### src/readout_params.svh
`ifndef READOUT_PARAMS_SVH
`define READOUT_PARAMS_SVH

// output fifo entries
`define RO_FIFO_DEPTH 16
// frames held in the fe_rx buffer
`define RO_RX_DEPTH 4
`define RO_FRAME_BITS 24
`define RO_ADDR_W 10

// region select on the top two address bits
`define RO_REGION_CMD 2'd0
`define RO_REGION_RX 2'd1
`define RO_REGION_FIFO 2'd2
`define RO_REGION_TLU 2'd3

`endif

### src/readout_pkg.sv
`include "readout_params.svh"

package readout_pkg;

    // host request, copied per region by the decoder
    typedef struct packed {
        logic [`RO_ADDR_W-1:0] paddr;
        logic                  psel;
        logic                  penable;
        logic                  pwrite;
        logic [31:0]           pwdata;
    } apb_req_t;

    typedef struct packed {
        logic [31:0] prdata;
        logic        pready;  // always high, zero wait
        logic        pslverr;
    } apb_rsp_t;

    typedef struct packed {
        logic        is_trigger;  // 0 for front-end frames
        logic [30:0] body;
    } data_word_t;

    typedef struct packed {
        logic [`RO_FRAME_BITS-1:0] payload;
    } rx_frame_t;

    typedef enum logic {SRC_FE, SRC_TLU} src_sel_t;

    typedef enum logic {CMD_IDLE, CMD_SHIFT} cmd_state_t;

endpackage

### src/word_fifo.sv
`timescale 1ns/10ps

module word_fifo #(
    parameter type item_t = logic [31:0],
    parameter int  DEPTH  = 16
) (
    input  logic                         bus_clk,
    input  logic                         rst_n,
    input  logic                         push,
    input  item_t                        push_data,
    output logic                         full,
    input  logic                         pop,
    output item_t                        pop_data,
    output logic                         empty,
    output logic [$clog2(DEPTH+1)-1:0]   level
);
    localparam int AW = $clog2(DEPTH);

    item_t         mem [DEPTH];
    logic [AW-1:0] wr_ptr;
    logic [AW-1:0] rd_ptr;
    logic          do_push;
    logic          do_pop;

    assign full     = level == DEPTH;
    assign empty    = level == 0;
    assign do_push  = push && !full;   // push on full is dropped
    assign do_pop   = pop && !empty;
    assign pop_data = mem[rd_ptr];     // head is visible before the pop

    always_ff @(posedge bus_clk) begin
        if (!rst_n) begin
            wr_ptr <= '0;
            rd_ptr <= '0;
            level  <= '0;
        end else begin
            if (do_push)
                wr_ptr <= (wr_ptr == AW'(DEPTH - 1)) ? '0 : wr_ptr + 1'b1;
            if (do_pop)
                rd_ptr <= (rd_ptr == AW'(DEPTH - 1)) ? '0 : rd_ptr + 1'b1;
            if (do_push && !do_pop)
                level <= level + 1'b1;
            else if (do_pop && !do_push)
                level <= level - 1'b1;
        end
    end

    always_ff @(posedge bus_clk) begin
        if (do_push)
            mem[wr_ptr] <= push_data;
    end

endmodule

### src/fe_rx.sv
`timescale 1ns/10ps
`include "readout_params.svh"

module fe_rx (
    input  logic                    bus_clk,
    input  logic                    rst_n,
    input  readout_pkg::apb_req_t   apb,
    output readout_pkg::apb_rsp_t   apb_rsp,
    input  logic                    fe_data,
    output logic                    rx_valid,
    output readout_pkg::data_word_t rx_word,
    input  logic                    rx_ready
);
    localparam int CNT_W = $clog2(`RO_FRAME_BITS);

    logic                   enable;
    logic [15:0]            lost_count;
    logic                   busy;        // inside a frame
    logic [CNT_W-1:0]       bit_cnt;
    readout_pkg::rx_frame_t frame_sr;
    logic                   frame_done;  // high the cycle after the last bit
    logic                   buf_full;
    logic                   buf_empty;
    readout_pkg::rx_frame_t head;
    logic                   wr_acc;

    assign wr_acc   = apb.psel && apb.penable && apb.pwrite;
    assign rx_valid = !buf_empty;
    assign rx_word  = '{is_trigger: 1'b0, body: 31'(head.payload)};

    always_ff @(posedge bus_clk) begin
        if (!rst_n) begin
            enable     <= 1'b0;
            busy       <= 1'b0;
            bit_cnt    <= '0;
            frame_done <= 1'b0;
            lost_count <= '0;
        end else begin
            frame_done <= 1'b0;
            if (wr_acc && apb.paddr[7:0] == 8'h00)
                enable <= apb.pwdata[0];
            if (busy) begin
                bit_cnt <= bit_cnt + 1'b1;
                if (bit_cnt == CNT_W'(`RO_FRAME_BITS - 1)) begin
                    busy       <= 1'b0;
                    frame_done <= 1'b1;
                end
            end else if (enable && fe_data) begin
                busy    <= 1'b1;  // start bit seen
                bit_cnt <= '0;
            end
            if (wr_acc && apb.paddr[7:0] == 8'h04)
                lost_count <= '0;
            else if (frame_done && buf_full)
                lost_count <= lost_count + 1'b1;
        end
    end

    // payload shifts in msb first
    always_ff @(posedge bus_clk) begin
        if (busy)
            frame_sr.payload <= {frame_sr.payload[`RO_FRAME_BITS-2:0], fe_data};
    end

    word_fifo #(
        .item_t (readout_pkg::rx_frame_t),
        .DEPTH  (`RO_RX_DEPTH)
    ) u_buf (
        .bus_clk   (bus_clk),
        .rst_n     (rst_n),
        .push      (frame_done),
        .push_data (frame_sr),
        .full      (buf_full),
        .pop       (rx_valid && rx_ready),
        .pop_data  (head),
        .empty     (buf_empty),
        .level     ()
    );

    always_comb begin
        apb_rsp = '{prdata: 32'h0, pready: 1'b1, pslverr: 1'b0};
        case (apb.paddr[7:0])
            8'h00:   apb_rsp.prdata = {31'h0, enable};
            8'h04:   apb_rsp.prdata = {16'h0, lost_count};
            default: apb_rsp.pslverr = apb.psel;
        endcase
    end

endmodule

### src/tlu_trigger.sv
`timescale 1ns/10ps

module tlu_trigger (
    input  logic                    bus_clk,
    input  logic                    rst_n,
    input  readout_pkg::apb_req_t   apb,
    output readout_pkg::apb_rsp_t   apb_rsp,
    input  logic                    trig_in,
    output logic                    tlu_busy,
    output logic                    ext_start,
    input  logic                    cmd_ready,
    output logic                    tlu_valid,
    output readout_pkg::data_word_t tlu_word,
    input  logic                    tlu_ready
);
    logic [2:0]  trig_sr;  // two sync flops plus one for the edge
    logic        enable;
    logic        ext_en;
    logic [30:0] trigger_number;
    logic        accept;
    logic        wr_acc;

    assign wr_acc   = apb.psel && apb.penable && apb.pwrite;
    assign accept   = trig_sr[1] && !trig_sr[2] && enable && !tlu_valid;
    assign tlu_busy = tlu_valid;  // busy until the word is taken

    always_ff @(posedge bus_clk) begin
        if (!rst_n) begin
            trig_sr        <= '0;
            enable         <= 1'b0;
            ext_en         <= 1'b0;
            trigger_number <= '0;
            tlu_valid      <= 1'b0;
            ext_start      <= 1'b0;
        end else begin
            trig_sr   <= {trig_sr[1:0], trig_in};
            ext_start <= accept && ext_en && cmd_ready;
            if (accept)
                tlu_valid <= 1'b1;
            else if (tlu_ready)
                tlu_valid <= 1'b0;
            if (wr_acc && apb.paddr[7:0] == 8'h00) begin
                enable <= apb.pwdata[0];
                ext_en <= apb.pwdata[1];
            end
            if (wr_acc && apb.paddr[7:0] == 8'h04)
                trigger_number <= apb.pwdata[30:0];  // host load wins
            else if (accept)
                trigger_number <= trigger_number + 1'b1;
        end
    end

    always_ff @(posedge bus_clk) begin
        if (accept)
            tlu_word <= '{is_trigger: 1'b1, body: trigger_number};
    end

    always_comb begin
        apb_rsp = '{prdata: 32'h0, pready: 1'b1, pslverr: 1'b0};
        case (apb.paddr[7:0])
            8'h00:   apb_rsp.prdata = {30'h0, ext_en, enable};
            8'h04:   apb_rsp.prdata = {1'b0, trigger_number};
            default: apb_rsp.pslverr = apb.psel;
        endcase
    end

endmodule

### src/word_arbiter.sv
`timescale 1ns/10ps

module word_arbiter (
    input  logic                    bus_clk,
    input  logic                    rst_n,
    input  logic                    fe_valid,
    input  readout_pkg::data_word_t fe_word,
    output logic                    fe_ready,
    input  logic                    tlu_valid,
    input  readout_pkg::data_word_t tlu_word,
    output logic                    tlu_ready,
    output logic                    out_valid,
    output readout_pkg::data_word_t out_word,
    input  logic                    out_ready
);
    readout_pkg::src_sel_t last_q;  // source served last
    readout_pkg::src_sel_t hold_src_q;
    logic                  hold_q;  // offered word not yet taken
    readout_pkg::src_sel_t grant;

    always_comb begin
        if (hold_q)
            grant = hold_src_q;
        else if (fe_valid && tlu_valid)
            grant = (last_q == readout_pkg::SRC_FE) ? readout_pkg::SRC_TLU : readout_pkg::SRC_FE;
        else if (tlu_valid)
            grant = readout_pkg::SRC_TLU;
        else
            grant = readout_pkg::SRC_FE;
    end

    assign out_valid = (grant == readout_pkg::SRC_FE) ? fe_valid : tlu_valid;
    assign out_word  = (grant == readout_pkg::SRC_FE) ? fe_word : tlu_word;
    assign fe_ready  = out_ready && grant == readout_pkg::SRC_FE;
    assign tlu_ready = out_ready && grant == readout_pkg::SRC_TLU;

    always_ff @(posedge bus_clk) begin
        if (!rst_n) begin
            last_q     <= readout_pkg::SRC_TLU;  // front end goes first
            hold_src_q <= readout_pkg::SRC_FE;
            hold_q     <= 1'b0;
        end else begin
            hold_q     <= out_valid && !out_ready;
            hold_src_q <= grant;
            if (out_valid && out_ready)
                last_q <= grant;
        end
    end

endmodule

### src/out_fifo.sv
`timescale 1ns/10ps
`include "readout_params.svh"

module out_fifo (
    input  logic                    bus_clk,
    input  logic                    rst_n,
    input  readout_pkg::apb_req_t   apb,
    output readout_pkg::apb_rsp_t   apb_rsp,
    input  logic                    in_valid,
    input  readout_pkg::data_word_t in_word,
    output logic                    in_ready,
    output logic                    fifo_not_empty,
    output logic                    read_error
);
    logic                                fifo_full;
    logic                                fifo_empty;
    logic                                pop;
    logic                                wr_acc;
    readout_pkg::data_word_t             head;
    logic [$clog2(`RO_FIFO_DEPTH+1)-1:0] level;

    assign wr_acc         = apb.psel && apb.penable && apb.pwrite;
    assign pop            = apb.psel && apb.penable && !apb.pwrite && apb.paddr[7:0] == 8'h00;
    assign in_ready       = !fifo_full;
    assign fifo_not_empty = !fifo_empty;

    word_fifo #(
        .item_t (readout_pkg::data_word_t),
        .DEPTH  (`RO_FIFO_DEPTH)
    ) u_fifo (
        .bus_clk   (bus_clk),
        .rst_n     (rst_n),
        .push      (in_valid),
        .push_data (in_word),
        .full      (fifo_full),
        .pop       (pop),
        .pop_data  (head),
        .empty     (fifo_empty),
        .level     (level)
    );

    // sticky until the host writes status
    always_ff @(posedge bus_clk) begin
        if (!rst_n)
            read_error <= 1'b0;
        else if (wr_acc && apb.paddr[7:0] == 8'h04)
            read_error <= 1'b0;
        else if (pop && fifo_empty)
            read_error <= 1'b1;
    end

    always_comb begin
        apb_rsp = '{prdata: 32'h0, pready: 1'b1, pslverr: 1'b0};
        case (apb.paddr[7:0])
            8'h00:   apb_rsp.prdata = fifo_empty ? 32'h0 : head;
            8'h04:   apb_rsp.prdata = {23'h0, read_error, 8'(level)};
            default: apb_rsp.pslverr = apb.psel;
        endcase
    end

endmodule

### src/cmd_seq.sv
`timescale 1ns/10ps

module cmd_seq (
    input  logic                  bus_clk,
    input  logic                  rst_n,
    input  readout_pkg::apb_req_t apb,
    output readout_pkg::apb_rsp_t apb_rsp,
    input  logic                  ext_start,
    output logic                  cmd_data,
    output logic                  cmd_ready
);
    readout_pkg::cmd_state_t state;
    logic [31:0]             cmd_word;
    logic [5:0]              length;     // 1 to 32
    logic [5:0]              bit_cnt;    // bits still to send
    logic [31:0]             shift_reg;
    logic                    wr_acc;
    logic                    start;

    assign wr_acc    = apb.psel && apb.penable && apb.pwrite;
    assign cmd_ready = state == readout_pkg::CMD_IDLE;
    assign start     = cmd_ready && (ext_start || (wr_acc && apb.paddr[7:0] == 8'h08));
    assign cmd_data  = state == readout_pkg::CMD_SHIFT && shift_reg[31];

    always_ff @(posedge bus_clk) begin
        if (!rst_n) begin
            state    <= readout_pkg::CMD_IDLE;
            cmd_word <= '0;
            length   <= 6'd32;
            bit_cnt  <= '0;
        end else begin
            if (wr_acc && apb.paddr[7:0] == 8'h00)
                cmd_word <= apb.pwdata;
            if (wr_acc && apb.paddr[7:0] == 8'h04)
                length <= {apb.pwdata[4:0] == 5'd0, apb.pwdata[4:0]};  // 0 means 32
            if (start) begin
                state   <= readout_pkg::CMD_SHIFT;
                bit_cnt <= length;
            end else if (state == readout_pkg::CMD_SHIFT) begin
                bit_cnt <= bit_cnt - 1'b1;
                if (bit_cnt == 6'd1)
                    state <= readout_pkg::CMD_IDLE;
            end
        end
    end

    // align bit length-1 to the top, then shift out msb first
    always_ff @(posedge bus_clk) begin
        if (start)
            shift_reg <= cmd_word << (6'd32 - length);
        else
            shift_reg <= {shift_reg[30:0], 1'b0};
    end

    always_comb begin
        apb_rsp = '{prdata: 32'h0, pready: 1'b1, pslverr: 1'b0};
        case (apb.paddr[7:0])
            8'h00:   apb_rsp.prdata = cmd_word;
            8'h04:   apb_rsp.prdata = {26'h0, length};
            8'h08:   apb_rsp.prdata = {31'h0, cmd_ready};
            default: apb_rsp.pslverr = apb.psel;
        endcase
    end

endmodule

### src/apb_decoder.sv
`timescale 1ns/10ps
`include "readout_params.svh"

module apb_decoder (
    input  readout_pkg::apb_req_t apb,
    output readout_pkg::apb_rsp_t apb_rsp,
    output readout_pkg::apb_req_t cmd_apb,
    output readout_pkg::apb_req_t rx_apb,
    output readout_pkg::apb_req_t fifo_apb,
    output readout_pkg::apb_req_t tlu_apb,
    input  readout_pkg::apb_rsp_t cmd_rsp,
    input  readout_pkg::apb_rsp_t rx_rsp,
    input  readout_pkg::apb_rsp_t fifo_rsp,
    input  readout_pkg::apb_rsp_t tlu_rsp
);
    logic [1:0] region;

    assign region = apb.paddr[`RO_ADDR_W-1 -: 2];

    always_comb begin
        cmd_apb       = apb;
        rx_apb        = apb;
        fifo_apb      = apb;
        tlu_apb       = apb;
        // one region selected at a time
        cmd_apb.psel  = apb.psel && region == `RO_REGION_CMD;
        rx_apb.psel   = apb.psel && region == `RO_REGION_RX;
        fifo_apb.psel = apb.psel && region == `RO_REGION_FIFO;
        tlu_apb.psel  = apb.psel && region == `RO_REGION_TLU;
    end

    always_comb begin
        case (region)
            `RO_REGION_CMD:  apb_rsp = cmd_rsp;
            `RO_REGION_RX:   apb_rsp = rx_rsp;
            `RO_REGION_FIFO: apb_rsp = fifo_rsp;
            default:         apb_rsp = tlu_rsp;
        endcase
    end

endmodule

### src/readout_top.sv
`timescale 1ns/10ps

module readout_top (
    input  logic                  bus_clk,
    input  logic                  rst_n,
    input  readout_pkg::apb_req_t apb,
    output readout_pkg::apb_rsp_t apb_rsp,
    input  logic                  fe_data,
    input  logic                  trig_in,
    output logic                  tlu_busy,
    output logic                  cmd_data,
    output logic                  cmd_ready,
    output logic                  fifo_not_empty,
    output logic                  read_error
);
    readout_pkg::apb_req_t   cmd_apb, rx_apb, fifo_apb, tlu_apb;
    readout_pkg::apb_rsp_t   cmd_rsp, rx_rsp, fifo_rsp, tlu_rsp;
    logic                    ext_start;
    logic                    rx_valid, rx_ready;
    readout_pkg::data_word_t rx_word;
    logic                    tlu_valid, tlu_ready;
    readout_pkg::data_word_t tlu_word;
    logic                    arb_valid, arb_ready;  // merged stream into the fifo
    readout_pkg::data_word_t arb_word;

    apb_decoder u_dec (
        .apb      (apb),      .apb_rsp  (apb_rsp),
        .cmd_apb  (cmd_apb),  .rx_apb   (rx_apb),
        .fifo_apb (fifo_apb), .tlu_apb  (tlu_apb),
        .cmd_rsp  (cmd_rsp),  .rx_rsp   (rx_rsp),
        .fifo_rsp (fifo_rsp), .tlu_rsp  (tlu_rsp)
    );

    cmd_seq u_cmd (
        .bus_clk   (bus_clk),   .rst_n     (rst_n),
        .apb       (cmd_apb),   .apb_rsp   (cmd_rsp),
        .ext_start (ext_start), .cmd_data  (cmd_data),
        .cmd_ready (cmd_ready)
    );

    fe_rx u_rx (
        .bus_clk  (bus_clk),  .rst_n    (rst_n),
        .apb      (rx_apb),   .apb_rsp  (rx_rsp),
        .fe_data  (fe_data),
        .rx_valid (rx_valid), .rx_word  (rx_word), .rx_ready (rx_ready)
    );

    tlu_trigger u_tlu (
        .bus_clk   (bus_clk),   .rst_n     (rst_n),
        .apb       (tlu_apb),   .apb_rsp   (tlu_rsp),
        .trig_in   (trig_in),   .tlu_busy  (tlu_busy),
        .ext_start (ext_start), .cmd_ready (cmd_ready),
        .tlu_valid (tlu_valid), .tlu_word  (tlu_word), .tlu_ready (tlu_ready)
    );

    word_arbiter u_arb (
        .bus_clk   (bus_clk),   .rst_n     (rst_n),
        .fe_valid  (rx_valid),  .fe_word   (rx_word),  .fe_ready  (rx_ready),
        .tlu_valid (tlu_valid), .tlu_word  (tlu_word), .tlu_ready (tlu_ready),
        .out_valid (arb_valid), .out_word  (arb_word), .out_ready (arb_ready)
    );

    out_fifo u_out (
        .bus_clk        (bus_clk),        .rst_n      (rst_n),
        .apb            (fifo_apb),       .apb_rsp    (fifo_rsp),
        .in_valid       (arb_valid),      .in_word    (arb_word), .in_ready (arb_ready),
        .fifo_not_empty (fifo_not_empty), .read_error (read_error)
    );

endmodule

### config.mk
export PLATFORM = sky130hd
export DESIGN_NAME = readout_top
export DESIGN_NICKNAME = d
export VERILOG_FILES = /design/src/readout_pkg.sv /design/src/word_fifo.sv /design/src/fe_rx.sv /design/src/tlu_trigger.sv /design/src/word_arbiter.sv /design/src/out_fifo.sv /design/src/cmd_seq.sv /design/src/apb_decoder.sv /design/src/readout_top.sv
export VERILOG_INCLUDE_DIRS = /design/src
export SDC_FILE = /design/constraint.sdc
export NUM_CORES = 1
export LEC_CHECK = 0
export BUFFER_PORTS_ARGS = -buffer_cell sky130_fd_sc_hd__buf_2
export CORE_ASPECT_RATIO = 1.25
export CORE_MARGIN = 10
export CORE_UTILIZATION = 45
export CTS_BUF_LIST = sky130_fd_sc_hd__clkbuf_4
export CTS_CLUSTER_DIAMETER = 30
export CTS_CLUSTER_SIZE = 14
export DETAILED_ROUTE_END_ITERATION = 7
export PLACE_DENSITY = 0.64
export SLEW_MARGIN = 15
export SYNTH_ARGS = -nofsm -noshare
export SYNTH_HDL_FRONTEND = slang
export SYNTH_HIERARCHICAL = 1
export SYNTH_SLANG_ARGS = --single-unit
### constraint.sdc
create_clock -name bus_clk -period 11.8 [get_ports bus_clk]
set_clock_uncertainty 0.1 [all_clocks]
set_input_delay 1.77 -clock bus_clk [delete_from_list [all_inputs] [get_ports bus_clk]]
set_output_delay 1.77 -clock bus_clk [all_outputs]
set_load 0.01 [all_outputs]
# Word level (Yosys, flattened, before mapping)
# Memories as Yosys holds them, arrays and structs flattened. A register that Yosys moved wholly into a read port is not among the register bits.
# Index checks and enable logic that the tools add are counted.
# totals
reg_bits,218
latch_bits,0
mem_bits_rw,608
rom_bits,0
input_bits,49
out_inout_bits,39
word_cells,182
mem_count,2
# op_classes
add_sub_neg,13
mul,0
div_mod_pow,0
magnitude_cmp,0
n_eq_ne,13
shifts,1
mux,48
bitwise_logic,3
n_reduce_logical,73
# mem_list
name,words,word_bits,read_ports,rd_ports_with_merged_regs,write_ports,line_no,text
u_out.u_fifo.mem,16,32,1,1,1,word_fifo.sv:19,item_t mem [DEPTH];
u_rx.u_buf.mem,4,24,1,1,1,word_fifo.sv:19,
# ops
op,n
$pmux W34 S3,1
$mux W32,3
$pmux W32 S3,1
$pmux W32 S2,1
$mux W31,2
$pmux W31 S2,1
$logic_and A1 B1 Y1,45
$pmux W16 S2,1
$shl A32 B6 Y32,1
$add A31 B1 Y31 const B,1
$mux W1,22
$mux W5,4
$add A16 B1 Y16 const B,1
$mux W4,4
$mux W6,2
$reduce_bool A2 Y1,6
$logic_not A1 Y1,11
$add A5 B1 Y5 const B,2
$eq A5 B5 Y1 const B,2
$logic_not A5 Y1,2
$add A4 B1 Y4 const B,2
$eq A2 B2 Y1 const B,4
$eq A4 B4 Y1 const B,2
$eq A8 B3 Y1 const B,1
other kinds (20),29

# Depth between registers and ports, before layout
# logic_depth
word_depth,12
mapped_depth,15
mapped_depth_nobuf,13

# Modules after synthesis
# The synthesis kept the hierarchy.
# modules_own_cells
mod,n_inst,cells_each,area_per_inst_um2
word_fifo (u_out.u_fifo),1,901,20078.0
cmd_seq,1,585,5068.6
word_fifo (u_rx.u_buf),1,177,3966.3
tlu_trigger,1,336,3359.5
apb_decoder,1,222,2193.4
fe_rx,1,198,2183.3
word_arbiter,1,54,663.1
out_fifo,1,55,427.9

# Least setup slack after synthesis
# No wires, ideal clock.
# synth_timing
path_kind,input -> output
from,input port apb[40] in the netlist's numbering
to,output port apb_rsp[0] in the netlist's numbering
t_arrival_ps,3394
t_required_ps,9930
setup_slack_ps,6536
stages,5
cell_sequence,buf_4 or4_4 or2_2 and2_1 mux4_2
# synth_rtl
item,line_no,text
from (decl),readout_top.sv:6,"input readout_pkg::apb_req_t apb,"
to (decl),readout_top.sv:7,"output readout_pkg::apb_rsp_t apb_rsp,"

==> results_dict.tcl <==
set metrics [dict create \
    slew_violations 0 \
    htreeDepth 4 \
    drtAntennaViolNets 0 \
    drt_first_pass_iters 5 \
    syn_to_final_growth_pct 7.678 \
    ctsHoldBuffers 0 \
    period_share_pct 57.39 \
    status "finished, final reports clean" \
    final_util_pct 48.71 \
    core_mm2 0.08268 \
    drt-wirelength-per-cell_um 26.68 \
    syn_area_per_cell_um2 15.23 \
    die_w_um 277.9 \
    p_comb_share_pct 1.3 \
    crit_arrival_ps 4900 \
    internal_power_uw 4209 \
    cpMaxStageDelayCell "buf_4" \
    num_io_pins 88 \
    clock_latency_ps 1020 \
    drt_iter0_drc 2113 \
    cp.required_ps 9930 \
    path_clk_slew_ps 90 \
    root_buffer "clkbuf_4" \
    regMostFlops "u_out/u_fifo/mem" \
    nFillCells 6967 \
    grt_usage_pct 20.33 \
    dieHeight_um 342.3 \
    largest_reg_flops 512 \
    grt_max_degree 102 \
    finalSetupViolations 0 \
    ctsResizeCount 0 \
    netSwitchingFraction_pct 22.44 \
    p_leak_uw 0.01314 \
    dp_hpwl_um 61570 \
    power_density_mw_per_mm2 134.8 \
    synth_cells 2456 \
    grt_use_met3_pct 3.837 \
    crit_chain "buf_4 -> buf_4 -> mux4_2 -> a22oi_1 -> nand2_1 -> and2_1 -> mux4_2 -> buf_2" \
    gr-total-overflow 0 \
    cap_viol_max_count 0 \
    worstMarginPinSlew_ps 1129 \
    cts_buffers 133 \
    r2r-start "u_cmd/length[0]" \
    rows 118 \
    nets 2545 \
    setup_tns_ps 0 \
    io_buffer_count 86 \
    pwr-share-clk_pct 41.2 \
    grt_pass1_vias 22216 \
    wl_um 97880 \
    antenna_found_initial 4 \
    power_frac_seq_pct 57.6 \
    grt_pass1_wl_um 144900 \
    worst_setup_path_end_kind "primary output" \
    worstHoldStart "u_cmd/shift_reg[25]" \
    final-seq-area_mm2 0.02330 \
    slew-limit-headroom_pct 24.04 \
    drc 0 \
    max-vdd-ir-drop_mv 0.08908 \
    final-hold-violation-count 0 \
    crit_fanout 58 \
    cts_tree "yes" \
    place_congestion 0.9265 \
    critPathLaunchType "flop" \
    vias_per_cell 5.978 \
    dieArea_mm2 0.09511 \
    multi_input_area_mm2 0.01247 \
    postCtsSetupBuffers 0 \
    grt.met2_usage_pct 34.91 \
    min_path_type "reg -> reg" \
    yosysWarningCount 6 \
    rsz0062_at_grt "no" \
    critPathBufInv 3 \
    drive_above_1_share_pct 27.58 \
    power.switching_uw 1218 \
    worstSetupPathType "reg -> out" \
    grt_use_met1_pct 24.56 \
    max_stage_delay_ps 850 \
    max_freq_mhz 147.7 \
    busiest_layer "met2" \
    post-route-min-period_ps 6772 \
    num_vias 21928 \
    top_regs "u_out/u_fifo/mem (512), u_rx/u_buf/mem (96)" \
    path_delay_family "buffers and inverters" \
    start_util_pct 45.23 \
    synth_area_mm2 0.03740 \
    max-clock-path-buffers 3 \
    cts.sinks 832 \
]
## layout by cell type (no fill, tap or decap), types with 27 or more instances in the layout
master / instances
edfxtp_1: 663
nor2_1: 65
mux2i_1: 49
inv_1: 27
and2_1: 112
nand3_1: 41
a21boi_0: 31
a21oi_1: 36
conb_1: 30
o21ai_0: 60
dfxtp_1: 167
buf_4: 51
buf_2: 85
mux2_2: 32
nand2_1: 197
a22oi_1: 65
clkbuf_4: 150
mux4_2: 204
## worst paths after layout
check	depth (start not counted)	slack (ps)	endpoint
setup / recovery	8	5030	apb_rsp[13]
hold / removal	2	270	u_cmd/shift_reg[26]
setup reg to reg	9	7820	u_cmd/shift_reg[29]
hold reg to reg	2	270	u_cmd/shift_reg[26]
## routing by layer
metal | part of all wire, % | wire, um
met3 | 6.7 | 6547
met2 | 51 | 50110
met5 | 0 | 0
met1 | 38 | 37130
met4 | 4.2 | 4094
## area by class of cell
| class | instances | area share (%) |
|---|---|---|
| clock inverters | 95 | 2.650 |
| diodes | 6 | 0.03728 |
| multi-input cells | 1339 | 30.98 |
| repair buffers | 137 | 2.057 |
| clock buffers | 150 | 2.796 |
| inverters | 29 | 0.2703 |
| well taps | 1080 | 3.356 |
| flip-flops and latches | 832 | 57.86 |
## tightest hold or removal path: cells and delay by family, from the launching register on
family | cells | cell delay (ps)
DFF | 1 | 310
AOI/OAI and AO/OA | 1 | 50
and+or+nand+nor | 1 | 40
## stage by stage
stage	total power [uW]	hold WS, ps	cell area (um2)	cells	setup WS [ps]
finish	5427	266.5	40270	3668	5028
global placement	3258	307.1	38050	3417	5830
floorplan	3264	296.0	37490	2480	6536
global route	5606	308.3	40270	3667	4779
detailed placement	3260	315.5	38050	3417	5765
CTS	5480	284.9	40240	3662	4829
## power groups by stage
stage,registers (uW),clock network [uW],logic [uW]
finish,3120,2230,68.7
global placement,3190,0,66.6
floorplan,3190,0,71.8
CTS,3120,2290,68.7
detailed placement,3190,0,68.4
global route,3130,2410,74.5
Note: power is estimated with default switching activity, not from simulation.
